## src/design/traffic_pkg.sv

```systemverilog
// -------------------------------------------------
// memory traffic driver shared definitions
// widths, test range limits, burst length, seeds
// -------------------------------------------------
package traffic_pkg;

  // -------------------------------------------------
  // widths
  // -------------------------------------------------
  localparam int NUM_LANES  = 4;
  localparam int LANE_W     = 8;
  localparam int DATA_W     = NUM_LANES * LANE_W;
  localparam int ROW_W      = 13;
  localparam int COL_W      = 10;
  localparam int BANK_W     = 3;
  localparam int BURST_W    = 3;
  localparam int READ_CNT_W = 8;

  typedef logic [DATA_W-1:0]    data_t;
  typedef logic [LANE_W-1:0]    lane_t;
  typedef logic [NUM_LANES-1:0] lane_mask_t;
  typedef logic [ROW_W-1:0]     row_t;
  typedef logic [COL_W-1:0]     col_t;
  typedef logic [BANK_W-1:0]    bank_t;
  typedef logic [BURST_W-1:0]   burst_len_t;

  // -------------------------------------------------
  // test range
  // -------------------------------------------------
  // beats per local burst
  localparam burst_len_t BURST_LEN = 3'd2;
  // two beats of a half-rate port cover four columns
  localparam col_t  COL_STEP = 10'd4;
  localparam col_t  MAX_COL  = 10'd16;
  localparam row_t  MAX_ROW  = 13'd3;
  localparam bank_t MAX_BANK = 3'd7;

  // lane 0 seed in the low byte
  localparam lane_t [NUM_LANES-1:0] LANE_SEEDS = {8'd31, 8'd21, 8'd11, 8'd1};

  // -------------------------------------------------
  // sequencer states
  // -------------------------------------------------
  typedef enum logic [2:0] {
    idle,
    write_first,
    write_beat,
    read_cmd,
    read_drain,
    done
  } seq_state_t;

endpackage

```

## src/design/seq_ctrl_if.sv

```systemverilog
// -------------------------------------------------
// sequencer control to address and data generators
// -------------------------------------------------
`timescale 1ns/1ps

interface seq_ctrl_if;
  logic cmd_accept;
  logic write_phase;
  logic write_beat;
  logic addr_clear;
  logic gen_capture;
  logic gen_reload;
  // high while the current address is the last of the range
  logic addr_last;

  modport sequencer (
    output cmd_accept, write_phase, write_beat, addr_clear, gen_capture, gen_reload,
    input  addr_last
  );

  modport addr (
    input  cmd_accept, write_phase, addr_clear,
    output addr_last
  );

  modport datagen (
    input write_beat, gen_capture, gen_reload
  );
endinterface

```

## src/design/addr_counter.sv

```systemverilog
// -------------------------------------------------
// sequential column/row/bank address counter
// -------------------------------------------------
`timescale 1ns/1ps

module addr_counter (
  input  logic               clk,
  input  logic               reset_n,
  seq_ctrl_if.addr           ctrl,
  output traffic_pkg::bank_t bank_addr,
  output traffic_pkg::row_t  row_addr,
  output traffic_pkg::col_t  col_addr
);
  import traffic_pkg::*;

  burst_len_t beat;
  logic       step;

  // writes accept every beat, only the first one of a burst moves the address
  assign step = ctrl.cmd_accept && (!ctrl.write_phase || (beat == '0));

  assign ctrl.addr_last = (col_addr == MAX_COL) && (row_addr == MAX_ROW) &&
                          (bank_addr == MAX_BANK);

  always_ff @(posedge clk or negedge reset_n)
  begin
    if (!reset_n)
    begin
      beat      <= '0;
      col_addr  <= '0;
      row_addr  <= '0;
      bank_addr <= '0;
    end
    else if (ctrl.addr_clear)
    begin
      beat      <= '0;
      col_addr  <= '0;
      row_addr  <= '0;
      bank_addr <= '0;
    end
    else
    begin
      if (ctrl.cmd_accept && ctrl.write_phase)
      begin
        beat <= (beat == BURST_LEN - burst_len_t'(1)) ? '0 : beat + burst_len_t'(1);
      end
      if (step)
      begin
        if (col_addr == MAX_COL)
        begin
          col_addr <= '0;
          if (row_addr == MAX_ROW)
          begin
            row_addr  <= '0;
            bank_addr <= (bank_addr == MAX_BANK) ? '0 : bank_addr + bank_t'(1);
          end
          else
          begin
            row_addr <= row_addr + row_t'(1);
          end
        end
        else
        begin
          col_addr <= col_addr + COL_STEP;
        end
      end
    end
  end

  a_col_in_range: assert property (
    @(posedge clk) disable iff (!reset_n)
    col_addr <= MAX_COL
  ) else $error("column address past end of test range");

endmodule

```

## src/design/byte_lfsr.sv

```systemverilog
// -------------------------------------------------
// 8-bit Fibonacci LFSR, x^8+x^6+x^5+x^4+1
// -------------------------------------------------
`timescale 1ns/1ps

module byte_lfsr #(
  parameter traffic_pkg::lane_t SEED = 8'd1
) (
  input  logic               clk,
  input  logic               reset_n,
  input  logic               load,
  input  logic               advance,
  input  traffic_pkg::lane_t load_value,
  output traffic_pkg::lane_t value
);
  import traffic_pkg::*;

  logic  feedback;
  lane_t shifted;

  // taps 7, 5, 4, 3 shifted in at the bottom
  assign feedback = value[7] ^ value[5] ^ value[4] ^ value[3];
  assign shifted  = {value[LANE_W-2:0], feedback};

  always_ff @(posedge clk or negedge reset_n)
  begin
    if (!reset_n)
      value <= SEED;
    else if (load)
      value <= load_value;
    else if (advance)
      value <= shifted;
  end

  // all-zero state would lock the generator up
  a_never_zero: assert property (
    @(posedge clk) disable iff (!reset_n)
    value != '0
  ) else $error("LFSR reached the all-zero state");

endmodule

```

## src/design/lfsr_data_gen.sv

```systemverilog
// -------------------------------------------------
// four-lane LFSR data generator with replay
// -------------------------------------------------
`timescale 1ns/1ps

module lfsr_data_gen (
  input  logic               clk,
  input  logic               reset_n,
  input  logic               local_rdata_valid,
  seq_ctrl_if.datagen        ctrl,
  output traffic_pkg::data_t data
);
  import traffic_pkg::*;

  data_t saved_data;
  lane_t lane_value [NUM_LANES];
  logic  advance;

  // same sequence feeds write data and expected read data
  assign advance = ctrl.write_beat || local_rdata_valid;

  // start of the write phase, restored at the start of the reads
  always_ff @(posedge clk)
  begin
    if (ctrl.gen_capture)
      saved_data <= data;
  end

  for (genvar lane = 0; lane < NUM_LANES; lane++)
  begin : g_lane
    byte_lfsr #(
      .SEED (LANE_SEEDS[lane])
    ) lfsr_i (
      .clk        (clk),
      .reset_n    (reset_n),
      .load       (ctrl.gen_reload),
      .advance    (advance),
      .load_value (saved_data[lane*LANE_W +: LANE_W]),
      .value      (lane_value[lane])
    );
  end

  always_comb
  begin
    for (int i = 0; i < NUM_LANES; i++)
      data[i*LANE_W +: LANE_W] = lane_value[i];
  end

endmodule

```

## src/design/ram_traffic_driver.sv

```systemverilog
// -------------------------------------------------
// memory traffic driver top level
// sequencer, address/data generators, read checker
// -------------------------------------------------
`timescale 1ns/1ps

module ram_traffic_driver (
  input  logic                    clk,
  input  logic                    reset_n,
  input  logic                    local_ready,
  input  logic                    local_rdata_valid,
  input  traffic_pkg::data_t      local_rdata,
  output logic                    local_write_req,
  output logic                    local_read_req,
  output logic                    local_burstbegin,
  output traffic_pkg::burst_len_t local_size,
  output traffic_pkg::bank_t      local_bank_addr,
  output traffic_pkg::row_t       local_row_addr,
  output traffic_pkg::col_t       local_col_addr,
  output traffic_pkg::data_t      local_wdata,
  output traffic_pkg::lane_mask_t pnf_per_byte,
  output logic                    pnf_persist,
  output logic                    test_complete
);
  import traffic_pkg::*;

  seq_ctrl_if ctrl_if ();

  // fixed burst size on every command
  assign local_size = BURST_LEN;

  // -------------------------------------------------
  // command sequencing
  // -------------------------------------------------
  test_sequencer test_sequencer_i (
    .clk               (clk),
    .reset_n           (reset_n),
    .local_ready       (local_ready),
    .local_rdata_valid (local_rdata_valid),
    .write_req         (local_write_req),
    .read_req          (local_read_req),
    .burst_begin       (local_burstbegin),
    .test_complete     (test_complete),
    .ctrl              (ctrl_if.sequencer)
  );

  // -------------------------------------------------
  // address and data generation
  // -------------------------------------------------
  addr_counter addr_counter_i (
    .clk       (clk),
    .reset_n   (reset_n),
    .ctrl      (ctrl_if.addr),
    .bank_addr (local_bank_addr),
    .row_addr  (local_row_addr),
    .col_addr  (local_col_addr)
  );

  // generator output doubles as the expected read word
  lfsr_data_gen lfsr_data_gen_i (
    .clk               (clk),
    .reset_n           (reset_n),
    .local_rdata_valid (local_rdata_valid),
    .ctrl              (ctrl_if.datagen),
    .data              (local_wdata)
  );

  // -------------------------------------------------
  // read checking
  // -------------------------------------------------
  read_checker read_checker_i (
    .clk               (clk),
    .reset_n           (reset_n),
    .local_rdata_valid (local_rdata_valid),
    .local_rdata       (local_rdata),
    .expected          (local_wdata),
    .pnf_per_byte      (pnf_per_byte),
    .pnf_persist       (pnf_persist)
  );

endmodule

```

## src/design/read_checker.sv

```systemverilog
// -------------------------------------------------
// read checker
// per-lane compare, per-byte and sticky pass flags
// -------------------------------------------------
`timescale 1ns/1ps

module read_checker (
  input  logic                    clk,
  input  logic                    reset_n,
  input  logic                    local_rdata_valid,
  input  traffic_pkg::data_t      local_rdata,
  input  traffic_pkg::data_t      expected,
  output traffic_pkg::lane_mask_t pnf_per_byte,
  output logic                    pnf_persist
);
  import traffic_pkg::*;

  lane_mask_t lane_match;
  lane_mask_t compare_reg;
  lane_mask_t compare_valid;
  logic       valid_d;
  logic       seen;
  logic       seen_d;
  logic       seen_d2;
  logic       persist_int;

  always_comb
  begin
    for (int i = 0; i < NUM_LANES; i++)
      lane_match[i] = local_rdata[i*LANE_W +: LANE_W] == expected[i*LANE_W +: LANE_W];
  end

  // -------------------------------------------------
  // compare pipeline
  // -------------------------------------------------
  always_ff @(posedge clk or negedge reset_n)
  begin
    if (!reset_n)
    begin
      valid_d       <= 1'b0;
      compare_reg   <= '1;
      compare_valid <= '1;
      pnf_per_byte  <= '1;
      seen          <= 1'b0;
      seen_d        <= 1'b0;
      seen_d2       <= 1'b0;
      persist_int   <= 1'b0;
      pnf_persist   <= 1'b0;
    end
    else
    begin
      valid_d     <= local_rdata_valid;
      compare_reg <= lane_match;
      // hold the last checked beat between valid beats
      if (valid_d)
        compare_valid <= compare_reg;
      pnf_per_byte <= compare_valid;

      if (local_rdata_valid)
        seen <= 1'b1;
      seen_d  <= seen;
      seen_d2 <= seen_d;
      // armed once by the first beat, then it can only fall
      persist_int <= (&compare_valid) && seen_d && (persist_int || !seen_d2);
      pnf_persist <= persist_int;
    end
  end

endmodule

```

## src/design/test_sequencer.sv

```systemverilog
// -------------------------------------------------
// test sequencer
// write phase then read phase, outstanding read count
// -------------------------------------------------
`timescale 1ns/1ps

module test_sequencer (
  input  logic          clk,
  input  logic          reset_n,
  input  logic          local_ready,
  input  logic          local_rdata_valid,
  output logic          write_req,
  output logic          read_req,
  output logic          burst_begin,
  output logic          test_complete,
  seq_ctrl_if.sequencer ctrl
);
  import traffic_pkg::*;

  seq_state_t            state;
  burst_len_t            beat_cnt;
  logic                  final_burst;
  logic                  read_accept;
  logic [READ_CNT_W-1:0] rd_outstanding;

  // -------------------------------------------------
  // handshake decode
  // -------------------------------------------------
  assign read_accept      = read_req && local_ready;
  assign ctrl.write_beat  = write_req && local_ready;
  assign ctrl.cmd_accept  = ctrl.write_beat || read_accept;
  assign ctrl.write_phase = (state == write_first) || (state == write_beat);

  // idle saves the generator, the gap cycle before the reads replays it
  assign ctrl.gen_capture = (state == idle);
  assign ctrl.gen_reload  = (state == read_cmd) && !read_req;
  assign ctrl.addr_clear  = ctrl.gen_capture || ctrl.gen_reload;

  // -------------------------------------------------
  // read beats still in flight
  // -------------------------------------------------
  always_ff @(posedge clk or negedge reset_n)
  begin
    if (!reset_n)
    begin
      rd_outstanding <= '0;
    end
    else if (read_accept && local_rdata_valid)
    begin
      rd_outstanding <= rd_outstanding + READ_CNT_W'(BURST_LEN) - READ_CNT_W'(1);
    end
    else if (read_accept)
    begin
      rd_outstanding <= rd_outstanding + READ_CNT_W'(BURST_LEN);
    end
    else if (local_rdata_valid)
    begin
      rd_outstanding <= rd_outstanding - READ_CNT_W'(1);
    end
  end

  // -------------------------------------------------
  // phase FSM
  // -------------------------------------------------
  // starts in done so the first pass enters idle like every later one
  always_ff @(posedge clk or negedge reset_n)
  begin
    if (!reset_n)
    begin
      state         <= done;
      write_req     <= 1'b0;
      read_req      <= 1'b0;
      burst_begin   <= 1'b0;
      test_complete <= 1'b0;
      beat_cnt      <= '0;
      final_burst   <= 1'b0;
    end
    else
    begin
      case (state)
        idle:
        begin
          write_req   <= 1'b1;
          burst_begin <= 1'b1;
          beat_cnt    <= '0;
          state       <= write_first;
        end
        write_first:
        begin
          if (ctrl.write_beat)
          begin
            burst_begin <= 1'b0;
            beat_cnt    <= burst_len_t'(1);
            // address moves on after this beat, so remember the last burst
            final_burst <= ctrl.addr_last;
            state       <= write_beat;
          end
        end
        write_beat:
        begin
          if (ctrl.write_beat)
          begin
            if (beat_cnt == BURST_LEN - burst_len_t'(1))
            begin
              beat_cnt <= '0;
              if (final_burst)
              begin
                write_req <= 1'b0;
                state     <= read_cmd;
              end
              else
              begin
                burst_begin <= 1'b1;
                state       <= write_first;
              end
            end
            else
            begin
              beat_cnt <= beat_cnt + burst_len_t'(1);
            end
          end
        end
        read_cmd:
        begin
          if (!read_req)
          begin
            // every read command is a burst of its own
            read_req    <= 1'b1;
            burst_begin <= 1'b1;
          end
          else if (read_accept && ctrl.addr_last)
          begin
            read_req    <= 1'b0;
            burst_begin <= 1'b0;
            state       <= read_drain;
          end
        end
        read_drain:
        begin
          if (rd_outstanding == '0)
          begin
            test_complete <= 1'b1;
            state         <= done;
          end
        end
        done:
        begin
          test_complete <= 1'b0;
          state         <= idle;
        end
        default:
        begin
          state <= done;
        end
      endcase
    end
  end

  // the memory never returns more beats than were asked for
  a_no_read_underflow: assert property (
    @(posedge clk) disable iff (!reset_n)
    local_rdata_valid |-> (rd_outstanding != '0)
  ) else $error("read beat returned with no read outstanding");

endmodule

```

## config.mk

```make
export PLATFORM = sky130hd
export DESIGN_NAME = ram_traffic_driver
export DESIGN_NICKNAME = d
export VERILOG_FILES = /design/src/design/traffic_pkg.sv /design/src/design/seq_ctrl_if.sv /design/src/design/addr_counter.sv /design/src/design/byte_lfsr.sv /design/src/design/lfsr_data_gen.sv /design/src/design/ram_traffic_driver.sv /design/src/design/read_checker.sv /design/src/design/test_sequencer.sv
export SDC_FILE = /design/constraint.sdc
export NUM_CORES = 1
export LEC_CHECK = 0
export BUFFER_PORTS_ARGS = -buffer_cell sky130_fd_sc_hd__buf_2
export CORE_ASPECT_RATIO = 1.25
export CORE_MARGIN = 10
export CORE_UTILIZATION = 25
export CTS_CLUSTER_SIZE = 30
export DETAILED_ROUTE_END_ITERATION = 6
export GPL_ROUTABILITY_DRIVEN = 0
export HOLD_SLACK_MARGIN = 0.12
export PLACE_DENSITY_LB_ADDON = 0.15
export SLEW_MARGIN = 20
export SYNTH_ARGS = -nofsm -noshare
export SYNTH_HDL_FRONTEND = slang
export SYNTH_SLANG_ARGS = --single-unit
```

## constraint.sdc

```tcl
create_clock -name clk -period 3.35 [get_ports clk]
set_clock_uncertainty 0.2 [all_clocks]
set_input_delay 0.1675 -clock clk [delete_from_list [all_inputs] [get_ports clk]]
set_output_delay 0.1675 -clock clk [all_outputs]
set_load 0.05 [all_outputs]
```

Word level (Yosys, flattened, before mapping)
Index checks and enable logic that the tools add are counted.
{"block": "word_totals", "in_bits": 36, "reg_bits": 130}
{"block": "classes", "bitwise": 12, "eq_ne": 23, "reduce_logical": 42, "n_mux": 53, "addsub": 8}
{"operator": "$mux 8", "n": 11}
{"operator": "$mux 13", "n": 4}
{"operator": "$mux 3", "n": 17}
{"operator": "$eq 8x8->1", "n": 4}
{"operator": "$mux 10", "n": 3}
{"operator": "$pmux 3 s6", "n": 1}
{"operator": "$sub 8x1->8 const B", "n": 2}
{"operator": "$reduce_bool 2->1", "n": 7}
{"operator": "$add 13x1->13 const B", "n": 1}
{"operator": "$eq 13x2->1 const B", "n": 1}
{"operator": "$mux 1", "n": 12}
{"operator": "$reduce_and 6->1", "n": 2}
{"operator": "$xor 1x1->1", "n": 12}
{"operator": "$logic_and 1x1->1", "n": 11}
{"operator": "$add 10x3->10 const B", "n": 1}
{"operator": "$eq 10x5->1 const B", "n": 1}
{"operator": "$ne 2x1->1 const B", "n": 5}
{"operator": "$add 3x1->3 const B", "n": 3}
{"operator": "$eq 3x1->1 const B", "n": 3}
{"operator": "$eq 3x3->1 const B", "n": 3}
{"operator": "$pmux 3 s3", "n": 1}
{"operator": "$add 8x2->8 const B", "n": 1}
{"operator": "$logic_not 8->1", "n": 1}
{"operator": "$reduce_and 4->1", "n": 2}
{"operator": "13 further kinds", "n": 29}

Depth between registers and ports, before layout
{"block": "depth", "ltp_word": 7, "ltp_mapped": 8}

Modules after synthesis
From an unflattened synthesis, not the netlist that was laid out.
{"block": "unflattened", "cells_unflattened": 581, "area_unflattened_um2": 6423.7}
{"mod": "addr_counter", "n_inst": 1, "cells_per_inst": 168, "area_per_inst_um2": 1600.3, "seq_area_each_um2": 675.6}
{"mod": "test_sequencer", "n_inst": 1, "cells_per_inst": 152, "area_per_inst_um2": 1353.8, "seq_area_each_um2": 478.0}
{"mod": "lfsr_data_gen", "n_inst": 1, "cells_per_inst": 33, "area_per_inst_um2": 967.2, "seq_area_each_um2": 960.9}
{"mod": "read_checker", "n_inst": 1, "cells_per_inst": 71, "area_per_inst_um2": 880.8, "seq_area_each_um2": 465.4}
{"mod": "byte_lfsr (lfsr_data_gen_i.g_lane[1].lfsr_i ...)", "n_inst": 2, "cells_per_inst": 38, "area_per_inst_um2": 397.9, "seq_area_each_um2": 203.9}
{"mod": "byte_lfsr (lfsr_data_gen_i.g_lane[3].lfsr_i)", "n_inst": 1, "cells_per_inst": 38, "area_per_inst_um2": 400.4, "seq_area_each_um2": 206.4}
{"mod": "byte_lfsr (lfsr_data_gen_i.g_lane[0].lfsr_i)", "n_inst": 1, "cells_per_inst": 38, "area_per_inst_um2": 395.4, "seq_area_each_um2": 201.4}
{"mod": "ram_traffic_driver", "n_inst": 1, "cells_per_inst": 5, "area_per_inst_um2": 30.0, "seq_area_each_um2": 0.0}

Worst setup path after synthesis
No wires, ideal clock.
{"block": "synth_path", "path_type": "reg-to-reg", "start": "register test_sequencer_i.state[0]", "end": "register test_sequencer_i.beat_cnt[1]", "synth_period_minus_slack_ns": 2.965, "path_stages_with_launch": 7, "arrival_ns": 2.635, "path_slack_ns": 0.385, "n_path_buf": 1, "path_cell_list": "dfstp_2 -> buf_6 -> or2_1 -> nor2_1 -> nor2_1 -> o21ai_0 -> o21ai_0"}
{"block": "synth_between", "elab_chain_cells": 3}
{"element": "start, declared", "line": "test_sequencer.sv:20", "source": "seq_state_t state;"}
{"element": "start signal, assigned", "line": "test_sequencer.sv:70", "source": "state <= done;"}
{"element": "start signal, assigned", "line": "test_sequencer.sv:86", "source": "state <= write_first;"}
{"element": "start signal, assigned", "line": "test_sequencer.sv:96", "source": "state <= write_beat;"}
{"element": "$eq 3x1->1 (tied with other cells)", "line": "test_sequencer.sv:80", "source": "case (state)"}
{"element": "$ne 2x1->1 (no line) / $reduce_bool 3->1 (equally long branches)"}
{"element": "$reduce_and 3->1 (no line)"}
{"element": "end signal, assigned", "line": "test_sequencer.sv:93", "source": "beat_cnt <= burst_len_t'(1);"}
{"element": "end signal, assigned", "line": "test_sequencer.sv:119", "source": "beat_cnt <= beat_cnt + burst_len_t'(1);"}
{"element": "end, declared", "line": "test_sequencer.sv:21", "source": "burst_len_t beat_cnt;"}
Several ways; a longest one is shown, not always the timed one.
A chain may end at the register's enable or synchronous reset.

Worst setup path in the final report
{"block": "layout_path", "start": "register addr_counter_i.row_addr[0]", "end": "register test_sequencer_i.burst_begin"}
{"block": "layout_between", "elab_chain_cells": 6}
{"element": "start, declared", "line": "addr_counter.sv:11", "source": "output traffic_pkg::row_t row_addr,"}
{"element": "start signal, assigned", "line": "addr_counter.sv:59", "source": "row_addr <= row_addr + row_t'(1);"}
{"element": "$eq 13x2->1", "line": "addr_counter.sv:22", "source": "assign ctrl.addr_last = (col_addr == MAX_COL) && (row_addr == MAX_ROW) &&"}
{"element": "$logic_and 1x1->1 (2 in a row)", "line": "addr_counter.sv:22"}
{"element": "$logic_and 1x1->1", "line": "test_sequencer.sv:131", "source": "else if (read_accept && ctrl.addr_last)"}
{"element": "$ne 3x3->1 (no line)"}
{"element": "$reduce_and 6->1 (no line)"}
{"element": "end signal, assigned", "line": "test_sequencer.sv:113", "source": "burst_begin <= 1'b1;"}
{"element": "end signal, assigned", "line": "test_sequencer.sv:129", "source": "burst_begin <= 1'b1;"}
{"element": "end signal, assigned", "line": "test_sequencer.sv:134", "source": "burst_begin <= 1'b0;"}
{"element": "end, declared", "line": "test_sequencer.sv:14", "source": "output logic burst_begin,"}
No other way between the ends.

==> metrics.md <==
| Metric | Value |
|---|---|
| Post-Syn Instances | `between 500 and 600` |
| CTS tree | `built` |
| Synth Area per Inst | `~11 sq um` |
| Grt total ovfl | `0` |
| Yosys top cell by area | `dfrtp_1` |
| PD cells | `roughly 970 nW/um^2` |
| Synth-to-layout area growth | `25.4%` |
| Postcts setup bufs | `0` |
| Number of I/O port buffers | `100` |
| Clock tree sinks | `128` |
| Initial antenna violation count | `0` |
| CTS H-tree depth | `4` |
| Power Total | `roughly 7.6 mW` |
| Row count | `64` |
| Max Fclk | `395 MHz` |
| Number of I/O pins | `~110` |
| Via density per instance | `between 4 and 5` |
| Core ar. | `24700 sq um` |
| Root Driver | `clkbuf_16` |
| Via count | `around 4.8k` |
| Wire length per cell | `about 16 microns` |
| Placed cells | `around 1000` |
| DRC Markers | `0` |
| Status | `complete, no violations` |
| Worst VDD drop | `around 360 uV` |
| Later-pin clock latency in the skew report | `between 0.4 and 0.5 ns` |
| PostCTS Resize Cnt | `0` |
| Max-cap violations | `0` |
| CTS buffer count | `17` |
| Clock slew at reported path FFs | `approximately 0.06 ns` |
| DP HPWL | `11.5 mm` |
| Share of the synthesized area in the top cell type | `between 20% and 30%` |
| Max FO, Critical Path | `14` |
| Slew headroom | `a little over two fifths` |
| Hold Crit Class | `reg -> reg` |
| Period minus WS final | `between 2 and 3 ns` |
| Drt pass-1 iters | `5` |
| Yosys warns | `0` |
| Count of final setup violators | `0` |
| Biggest regs | `lfsr_data_gen_i.g_lane.lfsr_i.value (32), lfsr_data_gen_i.saved_data (32), addr_counter_i.row_addr (13)` |
| Iteration-0 DRC Markers | `roughly 180` |
| Commonest register cell after synthesis | `dfrtp_1` |
| CP Data Arrival Time | `~2.6 ns` |
| Wirelength, routed | `between 15 and 20 mm` |
| Unique cell type count in the Yosys netlist | `just over 60` |
| Post-synthesis sequential area ratio | `a little over half` |
| Antenna Cells | `0` |
| Chip Width | `~160 microns` |
| Startpoint types | `register` |
| CP max stage cell | `and3_1` |
| Maximum clock path buffer count | `2` |
| DIE AREA | `31900 sq um` |
| Synthesized area | `roughly 6300 sq um` |
| Post-synth EDFFs | `32` |
| TNS Setup | `0 ns` |
| Setup crit end kind | `register` |
| CP Class | `reg -> reg` |
| Nets | `roughly 740` |
| Asr flop ratio synth | `between 70 and 80%` |
| Tot GR Track Use | `roughly a tenth` |
| Starting Density | `between 20 and 30%` |
| Hold WS | `approximately 0.17 ns` |
| Cts hold-fix bufs | `15` |
| Final Non-Filler Cells | `between 1k and 1.5k` |
| FF+latch count, synth | `roughly 130` |
| Critical Path RT | `between 3 and 4 ns` |
| Unrepaired setup endpoints after global routing | `no` |
| Top post-synthesis cells by area | `dfrtp_1 28%, edfxtp_1 15%, dfstp_2 11%` |
| Fin crit share | `75.6%` |
| Final hold vios | `0` |
| Share of cells above drive strength 1 | `between 20% and 30%` |
| Vias in the first global route | `4927` |
| Largest net degree at the start of global routing | `65` |
| CP max stage delay | `between 0.5 and 0.6 ns` |
| Count leader, synth | `dfrtp_1` |
| Leak | `3.24 nW` |
| Worst path cell trace | `ha_1, nor4b_1, and3_1, a21oi_1, or3_1, mux2_1` |
| Commonest cells in the netlist | `70 x dfrtp_1, 58 x nand2_1, 56 x o21ai_0` |
| Final count of pins violating max slew | `0` |
| Number of fillers in the final layout | `between 2k and 3k` |
| Worst-Margin Slew | `slightly below 0.9 ns` |
| Antenna viol nets, final | `0` |
| DIE HEIGHT | `~200 microns` |
| First-pass GRT wire length | `27.5 mm` |
==> cells by family (layout without fill, tap and decap cells) <==
logic type	count (synthesis)	in the layout	synth area share, %
simple gates	180	180	14.7
flops	128	128	54.0
compound gates	111	111	10.6
xor+xnor	61	61	8.50
buf+inv	43	168	3.44
mux	38	38	6.19
fa+ha+maj	12	12	2.39
other cells	2	5	0.119
==> report_power, final <==
group	leakage [nW]	switching (mW)	total [mW]	internal, mW
registers	1.46	0.625	2.88	2.25
logic	1.49	1.90	2.89	0.982
clock network	0.292	0.759	1.88	1.12
==> stage by stage <==
step | utilization (%) | cell area [sq um] | setup WS, ns
final | 32.0 | 7880 | 0.818
after global routing | 32.0 | 7880 | 0.630
after CTS | 32.0 | 7880 | 0.829
after detailed placement | 28.9 | 7130 | 0.846
after global placement | 28.9 | 7130 | 0.900
after floorplan | - | 6300 | 0.385
==> worst max-delay path: cells and delay by family, from the launching register on <==
family | cells | cell delay, ns
multiplexers | 1 | 0.32
AND/OR/NAND/NOR | 3 | 1.13
adder cells (fa/ha/maj) | 1 | 0.23
flip-flops | 1 | 0.41
AO/OA/AOI/OAI | 1 | 0.13
==> routing by layer <==
| layer | vias to the layer above | global-route usage (%) | wire, microns |
|---|---|---|---|
| li1 | 2268 | - | - |
| met1 | 2330 | 13.2 | 7540 |
| met4 | 0 | 3.81 | 226 |
| met5 | - | 0 | 0 |
| met3 | 15 | 4.00 | 1190 |
| met2 | 140 | 16.5 | 7580 |
==> final cells by class <==
cell class | instances | area, sq um | share of cell area (%)
clock buffer | 17 | 425 | 5.40
clock inverter | 15 | 171 | 2.17
inverter | 14 | 52.6 | 0.667
multi-input combinational | 407 | 2710 | 34.3
sequential | 128 | 3400 | 43.1
tap | 330 | 413 | 5.24
timing repair buffer | 122 | 718 | 9.11
==> worst paths after layout <==
check,cells after the start,start,endpoint,slack [ns]
max in group asynchronous,3,reset_n,lfsr_data_gen_i.g_lane[0].lfsr_i.value[0]$_DFFE_PN1P_,1.91
min in group asynchronous,2,reset_n,lfsr_data_gen_i.g_lane[2].lfsr_i.value[1]$_DFFE_PN0P_,0.19
hold / removal,0,read_checker_i.compare_valid[1]$_DFFE_PN1P_,read_checker_i.pnf_per_byte[1]$_DFF_PN1_,0.17
setup / recovery,6,addr_counter_i.row_addr[0]$_DFFE_PN0P_,test_sequencer_i.burst_begin$_DFFE_PN0P_,0.82
hold reg to reg,0,read_checker_i.compare_valid[1]$_DFFE_PN1P_,read_checker_i.pnf_per_byte[1]$_DFF_PN1_,0.17
setup reg to reg,6,addr_counter_i.row_addr[0]$_DFFE_PN0P_,test_sequencer_i.burst_begin$_DFFE_PN0P_,0.82
==> cell usage in the layout (no fill, tap or decap), drive strengths merged, types with 4 or more instances in the layout <==
master / instances
nor2: 30
nor3b: 4
dfrtp: 70
nand2: 59
mux2: 7
clkinv: 4
dlygate4sd3: 15
dfstp: 26
or3: 10
buf: 107
edfxtp: 32
a22o: 5
nor3: 17
ha: 12
inv: 22
xor2: 12
clkbuf: 17
nand2b: 5
mux2i: 31
a21oi: 22
nand4: 13
o21ai: 56
and3: 7
conb: 5
nor4: 4
xnor2: 49
nand3: 17
o31ai: 6
Power figures use the tool's default switching activity.
